==> src/design/decoder_params.svh <==
`ifndef DECODER_PARAMS_SVH
`define DECODER_PARAMS_SVH

// surface code distances
`define CODE_DISTANCE_X 3
`define CODE_DISTANCE_Z 3

// helpers for derived sizes
`define DECODER_MAX(a, b) (((a) > (b)) ? (a) : (b))
`define DECODER_MAX3(a, b, c) `DECODER_MAX((a), `DECODER_MAX((b), (c)))

// one measurement round per unit of the larger distance
`define MEASUREMENT_ROUNDS `DECODER_MAX(`CODE_DISTANCE_X, `CODE_DISTANCE_Z)
// x, y and round coordinates of a processing unit
`define ADDRESS_WIDTH (3 * $clog2(`MEASUREMENT_ROUNDS))

// minimum dwell per stage, in cycles past entry
`define SPREAD_CLUSTER_DELAY 9
`define SYNC_IS_ODD_CLUSTER_DELAY 9
`define BOUNDARY_GROW_DELAY 3
`define DELAY_COUNTER_WIDTH \
    $clog2(`DECODER_MAX3(`SPREAD_CLUSTER_DELAY, `SYNC_IS_ODD_CLUSTER_DELAY, \
                         `BOUNDARY_GROW_DELAY) + 1)

// quiet window length on the flying level
`define MESSAGE_FLYING_DELAY 4

`define ITERATION_COUNTER_WIDTH 8
`define CYCLE_COUNTER_WIDTH 32

// stall watchdog, 270 cycles for d=3
`define DEADLOCK_THRESHOLD \
    (`CODE_DISTANCE_X * `CODE_DISTANCE_Z * `MEASUREMENT_ROUNDS * 10)
`define STALL_COUNTER_WIDTH ($clog2(`DEADLOCK_THRESHOLD + 1) + 1)

`define COMMAND_FIFO_DEPTH 16

`endif

==> src/design/decoder_pkg.sv <==
`default_nettype none

`include "decoder_params.svh"

package decoder_pkg;

    // controller stages, idle must stay zero
    typedef enum logic [2:0] {
        stage_idle                = 3'd0,
        stage_measurement_loading = 3'd1,
        stage_spread_cluster      = 3'd2,
        stage_sync_is_odd_cluster = 3'd3,
        stage_grow_boundary       = 3'd4,
        stage_result_calculating  = 3'd5
    } stage_t;

    // opcodes understood by the slave controller
    typedef enum logic [2:0] {
        op_advance = 3'd1,
        op_finish  = 3'd2,
        op_abort   = 3'd3
    } opcode_t;

    // link word to the slave, opcode in the low bits
    typedef struct packed {
        logic [`ADDRESS_WIDTH+1:0] reserved;
        opcode_t                   opcode;
    } master_cmd_t;

endpackage

`default_nettype wire

==> src/design/flying_window.sv <==
`timescale 1ns/100ps
`default_nettype none

`include "decoder_params.svh"

module flying_window (
    input  logic clk,
    input  logic reset,
    input  logic downstream_has_message_flying,
    output logic messages_quiet
);

    localparam int DEPTH = `MESSAGE_FLYING_DELAY;

    // last DEPTH samples of the flying level, newest in bit 0
    logic [DEPTH-1:0] flying_history;
    logic [DEPTH-1:0] flying_history_next;

    assign flying_history_next = {flying_history[DEPTH-2:0], downstream_has_message_flying};

    always_ff @(posedge clk) begin
        if (reset) begin
            flying_history <= '0;
            messages_quiet <= 1'b0;
        end else begin
            flying_history <= flying_history_next;
            // quiet only once the whole window is clear
            messages_quiet <= ~|flying_history_next;
        end
    end

    // a flying sample must block quiet on the very next cycle
    a_no_quiet_after_flying: assert property (
        @(posedge clk) disable iff (reset)
        downstream_has_message_flying |=> !messages_quiet
    );

endmodule

`default_nettype wire

==> src/design/round_monitor.sv <==
`timescale 1ns/100ps
`default_nettype none

`include "decoder_params.svh"

module round_monitor (
    input  logic                                clk,
    input  logic                                reset,
    input  logic                                new_round_start,
    input  decoder_pkg::stage_t                 stage,
    input  logic                                iteration_done,
    output logic                                stall_exceeded,
    output logic                                deadlock,
    output logic                                result_valid,
    output logic [`ITERATION_COUNTER_WIDTH-1:0] iteration_counter,
    output logic [`CYCLE_COUNTER_WIDTH-1:0]     cycle_counter
);

    localparam int STALL_WIDTH = `STALL_COUNTER_WIDTH;
    localparam logic [STALL_WIDTH-1:0] STALL_LIMIT = STALL_WIDTH'(`DEADLOCK_THRESHOLD);

    logic [STALL_WIDTH-1:0] stall_count;
    logic                   stalling_stage;

    // only comparison against the threshold in the design
    assign stall_exceeded = (stall_count > STALL_LIMIT);

    assign stalling_stage = (stage == decoder_pkg::stage_spread_cluster)
                         || (stage == decoder_pkg::stage_sync_is_odd_cluster);

    // stall watchdog
    always_ff @(posedge clk) begin
        if (reset) begin
            stall_count <= '0;
        end else begin
            case (stage)
                decoder_pkg::stage_spread_cluster,
                decoder_pkg::stage_sync_is_odd_cluster: begin
                    // count carries from spread into sync and sticks past the limit
                    if (!stall_exceeded) begin
                        stall_count <= stall_count + 1'b1;
                    end
                end
                default: begin
                    stall_count <= '0;
                end
            endcase
        end
    end

    // completion and deadlock flags
    always_ff @(posedge clk) begin
        if (reset) begin
            deadlock     <= 1'b0;
            result_valid <= 1'b0;
        end else begin
            if (new_round_start) begin
                deadlock <= 1'b0;
            end else if (stall_exceeded && stalling_stage) begin
                // only a stalled spread or sync stage is a deadlock
                deadlock <= 1'b1;
            end
            if (new_round_start) begin
                result_valid <= 1'b0;
            end else if (stage == decoder_pkg::stage_result_calculating) begin
                // shows up as the stage returns to idle
                result_valid <= 1'b1;
            end
        end
    end

    // per round statistics
    always_ff @(posedge clk) begin
        if (reset) begin
            iteration_counter <= '0;
            cycle_counter     <= '0;
        end else begin
            if (stage == decoder_pkg::stage_measurement_loading) begin
                iteration_counter <= '0;
            end else if (iteration_done) begin
                iteration_counter <= iteration_counter + 1'b1;
            end
            if (stage == decoder_pkg::stage_measurement_loading) begin
                cycle_counter <= 1;
            end else if (!result_valid) begin
                cycle_counter <= cycle_counter + 1'b1;
            end
        end
    end

    // a round ends decoded or aborted but never both
    a_single_round_outcome: assert property (
        @(posedge clk) disable iff (reset)
        !($rose(deadlock) && $rose(result_valid))
    );

endmodule

`default_nettype wire

==> src/design/stage_sequencer.sv <==
`timescale 1ns/100ps
`default_nettype none

`include "decoder_params.svh"

module stage_sequencer (
    input  logic                     clk,
    input  logic                     reset,
    input  logic                     new_round_start,
    input  logic                     messages_quiet,
    input  logic                     downstream_has_odd_clusters,
    input  logic                     stall_exceeded,
    output decoder_pkg::stage_t      stage,
    output logic                     iteration_done,
    output logic                     cmd_write,
    output decoder_pkg::master_cmd_t cmd_word
);

    localparam int DW = `DELAY_COUNTER_WIDTH;
    localparam logic [DW-1:0] SPREAD_DELAY = DW'(`SPREAD_CLUSTER_DELAY);
    localparam logic [DW-1:0] SYNC_DELAY   = DW'(`SYNC_IS_ODD_CLUSTER_DELAY);
    localparam logic [DW-1:0] GROW_DELAY   = DW'(`BOUNDARY_GROW_DELAY);

    decoder_pkg::stage_t stage_next;
    logic [DW-1:0]       dwell_count;
    logic [DW-1:0]       dwell_next;

    // transition decisions, the command goes out on the same edge
    always_comb begin
        stage_next      = stage;
        dwell_next      = dwell_count;
        iteration_done  = 1'b0;
        cmd_write       = 1'b0;
        cmd_word.reserved = '0;
        cmd_word.opcode   = decoder_pkg::op_advance;
        case (stage)
            decoder_pkg::stage_idle: begin
                if (new_round_start) begin
                    stage_next = decoder_pkg::stage_measurement_loading;
                    dwell_next = '0;
                    cmd_write  = 1'b1;
                end
            end
            decoder_pkg::stage_measurement_loading: begin
                // single cycle, syndrome comes from an external buffer
                stage_next = decoder_pkg::stage_spread_cluster;
                dwell_next = '0;
            end
            decoder_pkg::stage_spread_cluster: begin
                if (dwell_count == SPREAD_DELAY) begin
                    if (messages_quiet) begin
                        stage_next = decoder_pkg::stage_sync_is_odd_cluster;
                        dwell_next = '0;
                        cmd_write  = 1'b1;
                    end else if (stall_exceeded) begin
                        stage_next      = decoder_pkg::stage_idle;
                        dwell_next      = '0;
                        cmd_write       = 1'b1;
                        cmd_word.opcode = decoder_pkg::op_abort;
                    end
                end else begin
                    dwell_next = dwell_count + 1'b1;
                end
            end
            decoder_pkg::stage_sync_is_odd_cluster: begin
                if (dwell_count == SYNC_DELAY) begin
                    if (messages_quiet) begin
                        iteration_done = 1'b1;
                        dwell_next     = '0;
                        cmd_write      = 1'b1;
                        if (downstream_has_odd_clusters) begin
                            stage_next = decoder_pkg::stage_grow_boundary;
                        end else begin
                            // all clusters even, round is decoded
                            stage_next      = decoder_pkg::stage_result_calculating;
                            cmd_word.opcode = decoder_pkg::op_finish;
                        end
                    end else if (stall_exceeded) begin
                        stage_next      = decoder_pkg::stage_idle;
                        dwell_next      = '0;
                        cmd_write       = 1'b1;
                        cmd_word.opcode = decoder_pkg::op_abort;
                    end
                end else begin
                    dwell_next = dwell_count + 1'b1;
                end
            end
            decoder_pkg::stage_grow_boundary: begin
                // fixed length, no quiet check
                if (dwell_count == GROW_DELAY) begin
                    stage_next = decoder_pkg::stage_spread_cluster;
                    dwell_next = '0;
                    cmd_write  = 1'b1;
                end else begin
                    dwell_next = dwell_count + 1'b1;
                end
            end
            decoder_pkg::stage_result_calculating: begin
                stage_next = decoder_pkg::stage_idle;
                dwell_next = '0;
            end
            default: begin
                stage_next = decoder_pkg::stage_idle;
                dwell_next = '0;
            end
        endcase
    end

    always_ff @(posedge clk) begin
        if (reset) begin
            stage       <= decoder_pkg::stage_idle;
            dwell_count <= '0;
        end else begin
            stage       <= stage_next;
            dwell_count <= dwell_next;
        end
    end

    // loading and result stages are silent toward the slave
    a_no_cmd_in_silent_stage: assert property (
        @(posedge clk) disable iff (reset)
        cmd_write |-> !(stage inside {decoder_pkg::stage_measurement_loading,
                                      decoder_pkg::stage_result_calculating})
    );

    // encodings 6 and 7 never reached
    a_stage_legal: assert property (
        @(posedge clk) disable iff (reset)
        stage inside {decoder_pkg::stage_idle, decoder_pkg::stage_measurement_loading,
                      decoder_pkg::stage_spread_cluster,
                      decoder_pkg::stage_sync_is_odd_cluster,
                      decoder_pkg::stage_grow_boundary,
                      decoder_pkg::stage_result_calculating}
    );

endmodule

`default_nettype wire

==> src/design/command_fifo.sv <==
`timescale 1ns/100ps
`default_nettype none

`include "decoder_params.svh"

module command_fifo (
    input  logic                     clk,
    input  logic                     reset,
    input  logic                     cmd_write,
    input  decoder_pkg::master_cmd_t cmd_word,
    input  logic                     cmd_out_ready,
    output decoder_pkg::master_cmd_t cmd_out_data,
    output logic                     cmd_out_valid
);

    localparam int DEPTH       = `COMMAND_FIFO_DEPTH;
    localparam int PTR_WIDTH   = $clog2(DEPTH);
    localparam int COUNT_WIDTH = $clog2(DEPTH + 1);
    localparam logic [PTR_WIDTH-1:0]   LAST_SLOT = PTR_WIDTH'(DEPTH - 1);
    localparam logic [COUNT_WIDTH-1:0] FULL_COUNT = COUNT_WIDTH'(DEPTH);

    decoder_pkg::master_cmd_t storage [DEPTH];

    logic [PTR_WIDTH-1:0]   wr_ptr;
    logic [PTR_WIDTH-1:0]   rd_ptr;
    logic [COUNT_WIDTH-1:0] occupancy;
    logic                   pop;

    // head word shown directly, fall-through
    assign cmd_out_valid = (occupancy != '0);
    assign cmd_out_data  = storage[rd_ptr];
    assign pop           = cmd_out_valid && cmd_out_ready;

    // payload memory
    always_ff @(posedge clk) begin
        if (cmd_write) begin
            storage[wr_ptr] <= cmd_word;
        end
    end

    always_ff @(posedge clk) begin
        if (reset) begin
            wr_ptr    <= '0;
            rd_ptr    <= '0;
            occupancy <= '0;
        end else begin
            if (cmd_write) begin
                wr_ptr <= (wr_ptr == LAST_SLOT) ? '0 : wr_ptr + 1'b1;
            end
            if (pop) begin
                rd_ptr <= (rd_ptr == LAST_SLOT) ? '0 : rd_ptr + 1'b1;
            end
            // simultaneous push and pop leaves the count alone
            if (cmd_write && !pop) begin
                occupancy <= occupancy + 1'b1;
            end else if (pop && !cmd_write) begin
                occupancy <= occupancy - 1'b1;
            end
        end
    end

    // sequencer never stalls, so the slave must keep up
    a_no_write_when_full: assert property (
        @(posedge clk) disable iff (reset)
        cmd_write |-> (occupancy != FULL_COUNT)
    );

endmodule

`default_nettype wire

==> src/design/decoder_master.sv <==
`timescale 1ns/100ps
`default_nettype none

`include "decoder_params.svh"

module decoder_master (
    input  logic                                clk,
    input  logic                                reset,
    input  logic                                new_round_start,
    input  logic                                downstream_has_message_flying,
    input  logic                                downstream_has_odd_clusters,
    input  logic                                cmd_out_ready,
    output decoder_pkg::master_cmd_t            cmd_out_data,
    output logic                                cmd_out_valid,
    output logic                                result_valid,
    output logic                                deadlock,
    output logic [`ITERATION_COUNTER_WIDTH-1:0] iteration_counter,
    output logic [`CYCLE_COUNTER_WIDTH-1:0]     cycle_counter
);

    logic                     messages_quiet;
    logic                     stall_exceeded;
    logic                     iteration_done;
    logic                     cmd_write;
    decoder_pkg::stage_t      stage;
    decoder_pkg::master_cmd_t cmd_word;

    // downstream activity window
    flying_window i_flying_window (
        .clk                           (clk),
        .reset                         (reset),
        .downstream_has_message_flying (downstream_has_message_flying),
        .messages_quiet                (messages_quiet)
    );

    stage_sequencer i_stage_sequencer (
        .clk                         (clk),
        .reset                       (reset),
        .new_round_start             (new_round_start),
        .messages_quiet              (messages_quiet),
        .downstream_has_odd_clusters (downstream_has_odd_clusters),
        .stall_exceeded              (stall_exceeded),
        .stage                       (stage),
        .iteration_done              (iteration_done),
        .cmd_write                   (cmd_write),
        .cmd_word                    (cmd_word)
    );

    // statistics and watchdog off the stage trace
    round_monitor i_round_monitor (
        .clk               (clk),
        .reset             (reset),
        .new_round_start   (new_round_start),
        .stage             (stage),
        .iteration_done    (iteration_done),
        .stall_exceeded    (stall_exceeded),
        .deadlock          (deadlock),
        .result_valid      (result_valid),
        .iteration_counter (iteration_counter),
        .cycle_counter     (cycle_counter)
    );

    // outbound link to the slave controller
    command_fifo i_command_fifo (
        .clk           (clk),
        .reset         (reset),
        .cmd_write     (cmd_write),
        .cmd_word      (cmd_word),
        .cmd_out_ready (cmd_out_ready),
        .cmd_out_data  (cmd_out_data),
        .cmd_out_valid (cmd_out_valid)
    );

endmodule

`default_nettype wire

==> config.mk <==
export PLATFORM = sky130hd
export DESIGN_NAME = decoder_master
export DESIGN_NICKNAME = d
export VERILOG_FILES = /design/src/design/decoder_pkg.sv /design/src/design/flying_window.sv /design/src/design/round_monitor.sv /design/src/design/stage_sequencer.sv /design/src/design/command_fifo.sv /design/src/design/decoder_master.sv
export VERILOG_INCLUDE_DIRS = /design/src /design/src/design
export SDC_FILE = /design/constraint.sdc
export NUM_CORES = 1
export LEC_CHECK = 0
export BUFFER_PORTS_ARGS = -buffer_cell sky130_fd_sc_hd__buf_2
export CORE_MARGIN = 2
export CORE_UTILIZATION = 45
export DETAILED_ROUTE_END_ITERATION = 10
export PLACE_DENSITY = 0.63
export SYNTH_ARGS = -nofsm -noshare
export SYNTH_HDL_FRONTEND = slang
export SYNTH_SLANG_ARGS = --single-unit
==> constraint.sdc <==
create_clock -name clk -period 3.9 [get_ports clk]
set_clock_uncertainty 0.05 [all_clocks]
set_input_delay 0.78 -clock clk [delete_from_list [all_inputs] [get_ports clk]]
set_output_delay 0.78 -clock clk [all_outputs]
set_load 0.005 [all_outputs]
==> implementation parameters <==
Parameter                              Value

Run status
  Result of the run    finished clean

Pwr
  Standby leakage power    about 2.3 nW
  Peak supply drop    between 300 and 400 µV
  PwrDens    488 nW/µm²

Synthesis
  Number of warnings printed during yosys synthesis    0
  Mapped Cells    499
  Post-synthesis instance area    between 5000 and 6000 µm²
  Cells taking the most area after synthesis    sky130_fd_sc_hd__dfxtp_1, sky130_fd_sc_hd__edfxtp_1, sky130_fd_sc_hd__xor2_1
  Dominant synthesized flop cell    sky130_fd_sc_hd__dfxtp_1
  Proportion of netlist area held by the largest area contributor    a little under a third
  Synth Area per Inst    around 10 µm²
  Asr flop ratio synth    0%
  Post-synthesis sequential area ratio    49.2%
  Top cell type by total area after synthesis    sky130_fd_sc_hd__dfxtp_1
  Number of distinct standard cells referenced by the synthesized netlist    between 60 and 70
  Yosys reg bits    approximately 110
  Number of flops mapped to enable cells by yosys    32

Cells and area
  Highest-count cells in the layout ignoring fill and taps    sky130_fd_sc_hd__dfxtp_1, sky130_fd_sc_hd__nor2_1, sky130_fd_sc_hd__buf_2
  Filler Cells Inserted    around 1000
  Fin nets    560
  Area delta synth->final    11.5%
  Layout cell share with drive strength beyond 1    16.9%
  Commonest non-fill, non-tap cell in the layout    sky130_fd_sc_hd__dfxtp_1
  Final antenna diode count    0
  Fin util    about half

Setup path
  First element of the critical path    i_round_monitor.stall_count[0]
  Capture instance of the worst register-to-register path    i_command_fifo.occupancy[4]
  Startpoint of the most critical register-to-register path    i_round_monitor.stall_count[0]
  Required @ worst endpoint    just over 4000 ps
  Category of the worst setup path launch point    flip-flop
  Type of destination of the critical path    flip-flop
  Worst setup slack for register-to-register paths    about 450 ps
  WS Path Type    flip-flop to flip-flop
  Largest driver fanout on the critical path    20
  CP Data Arrival Time    about 3700 ps
  Number of cells on the worst reg-to-reg path    14

Die
  Area enclosed by the die boundary    12500 µm²
  I/O pin cnt    60
  Initial core utilization    a little under half
  Die Ht    112 µm
  Area inside the core boundary    between 10000 and 15000 µm²
  Width of the die    between 100 and 150 µm
  Number of rows created at floorplan    39

Routing
  Drc violations    0
  Number of vias per cell after detailed routing    about 5.4
  Topmost layer with routed signal wires    met4
  Routed vias    roughly 3700
  Wire length per cell    14.5 µm
  Detailed-route wire length    ~10 mm
  Number of iterations in the first detailed-routing pass    5
  Met1 WL    4.63 mm
  Met3 Routed Length    ~520 µm
  Met2 Wirelength    between 4 and 5 mm
  Count of antenna-violating nets left after detailed routing    0
  1st-iter DRT viols    about 180

STA
  Worst-Margin Slew    between 700 and 800 ps
  Unrepaired setup endpoints after global routing    false
  Number of setup violations in the final report    0
  Achievable frequency    approximately 290 MHz
  Max Transition Viols Final    0
  Setup WS post-layout    about 450 ps
  Share of the cycle needed by the critical path after routing    88.4%
  Slew margin rel.    ~50%
  Sum of negative setup slack    0 ps
  Final hold violation count    0
  Tmin final    3450 ps
  Worst-case hold slack    approximately 420 ps

Min path
  Hold path startpoint    i_flying_window.flying_history[1]
  Hold-critical path endpoint    i_flying_window.flying_history[2]
  Class of the most critical hold timing path    flip-flop to flip-flop
  Hold Path Depth    1

Place
  Final weighted congestion in routability-driven placement    0.816
  Setup slack after placement    roughly 450 ps
  Number of buffer cells added on primary ports    50
  Placed wire-length estimate    ~7 mm

CTS
  CTS H-tree lvls    3
  CTS buffer count    9
  # Post-CTS Setup Buffers    0
  CTS root buffer    sky130_fd_sc_hd__clkbuf_16
  Number of buffers inserted by hold repair at cts    0
  Register clock-pin slew on the reported worst setup and hold paths    about 80 ps
  Number of gates resized after cts    0
  Number of buffers on the longest clock path    2
  Number of sinks handled by clock tree synthesis    112
  Clock latency of the later-clocked register in the worst-skew pair    360 ps
  CTS tree    built

Global route
  Final global-route overflow total    0
  Initial antenna violation count    0
  Via count of the first global-routing pass    between 3000 and 4000
  Pin count of the biggest net entering global routing    40
  Total routing usage reported by global routing    between 10% and 20%
  First-pass GRT wire length    17.0 mm

Flow run
  MaxCap Viol Count    0
==> registers in the layout (all words and copies together), names as in the netlist, named ones only <==
name	flops
i_command_fifo.rd_ptr	4
i_round_monitor.stall_count	10
i_flying_window.messages_quiet	1
i_round_monitor.cycle_counter	32
i_stage_sequencer.stage	3
i_command_fifo.occupancy	5
i_command_fifo.wr_ptr	4
i_flying_window.flying_history	3
i_stage_sequencer.dwell_count	4
i_round_monitor.result_valid	1
i_command_fifo.storage	32
i_round_monitor.iteration_counter	8
i_round_monitor.deadlock	1
==> final cells by class <==
type                            count  area [µm²]  share of cell area, %
Timing Repair Buffer               51         258                   4.43
Tap cell                          143         179                   3.08
Multi-Input combinational cell    351        2460                   42.3
Inverter                           13        48.8                  0.840
Clock inverter                      7        78.8                   1.36
Clock buffer                        9         225                   3.88
Sequential cell                   112        2560                   44.1
==> critical path, cell delays in order, from the launching register on <==
cell	delay [ps]
sky130_fd_sc_hd__dfxtp_1	390
sky130_fd_sc_hd__inv_1	60
sky130_fd_sc_hd__ha_1	180
sky130_fd_sc_hd__nand4b_1	180
sky130_fd_sc_hd__a21boi_2	370
sky130_fd_sc_hd__o31a_1	280
sky130_fd_sc_hd__or2_4	270
sky130_fd_sc_hd__ha_1	210
sky130_fd_sc_hd__inv_1	100
sky130_fd_sc_hd__fa_1	410
sky130_fd_sc_hd__a21o_1	170
sky130_fd_sc_hd__a21oi_1	160
sky130_fd_sc_hd__xnor2_1	90
sky130_fd_sc_hd__or3_1	310
sky130_fd_sc_hd__a21oi_1	140
==> synthesized netlist by cell type, drive strengths merged, types with 15 or more instances <==
master,count
nand3,20
dfxtp,80
ha,15
and3,17
nand2,27
nor2,62
xor2,27
buf,20
xnor2,21
edfxtp,32
nand4,16
a21oi,16
==> cell families after synthesis <==
logic type / share of synthesized area [%]
AND/OR/NAND/NOR: 21.8
flip-flops: 49.2
AO/OA/AOI/OAI: 7.35
XOR/XNOR: 8.07
buffers and inverters: 4.22
adder cells (fa/ha/maj): 3.98
multiplexers: 5.30
other: 0.0719
==> power breakdown <==
| group | switching, mW | leakage, nW | total, mW | internal (mW) |
|---|---|---|---|---|
| clock | 0.442 | 0.152 | 0.949 | 0.507 |
| combinational | 0.287 | 1.14 | 0.531 | 0.244 |
| sequential | 0.0945 | 0.962 | 1.35 | 1.26 |
==> stage by stage <==
step                total power, mW  instance area (µm²)  cells
finish                         2.83                 5810    686
global route                   2.99                 5810    686
CTS                            2.86                 5810    686
detailed placement             1.91                 5510    670
global placement               1.90                 5510    670
floorplan                      1.81                 5240    507
==> layer usage <==
layer  up-vias  track usage (%)
li1       1855                -
met1      1750             21.8
met2        78             26.8
met3        11             5.55
met4         0             5.35
met5         -                0
==> how the worst max path moves through the flow <==
stage | to | slack [ps] | depth (start not counted)
floorplan | i_command_fifo.occupancy[4] | 750 | 15
global placement | i_command_fifo.occupancy[4] | 540 | 12
detailed placement | i_command_fifo.occupancy[4] | 450 | 12
CTS | i_command_fifo.occupancy[4] | 420 | 14
global route | i_command_fifo.occupancy[4] | 140 | 14
finish | i_command_fifo.occupancy[4] | 450 | 14
(Power assumes the default switching activity.)
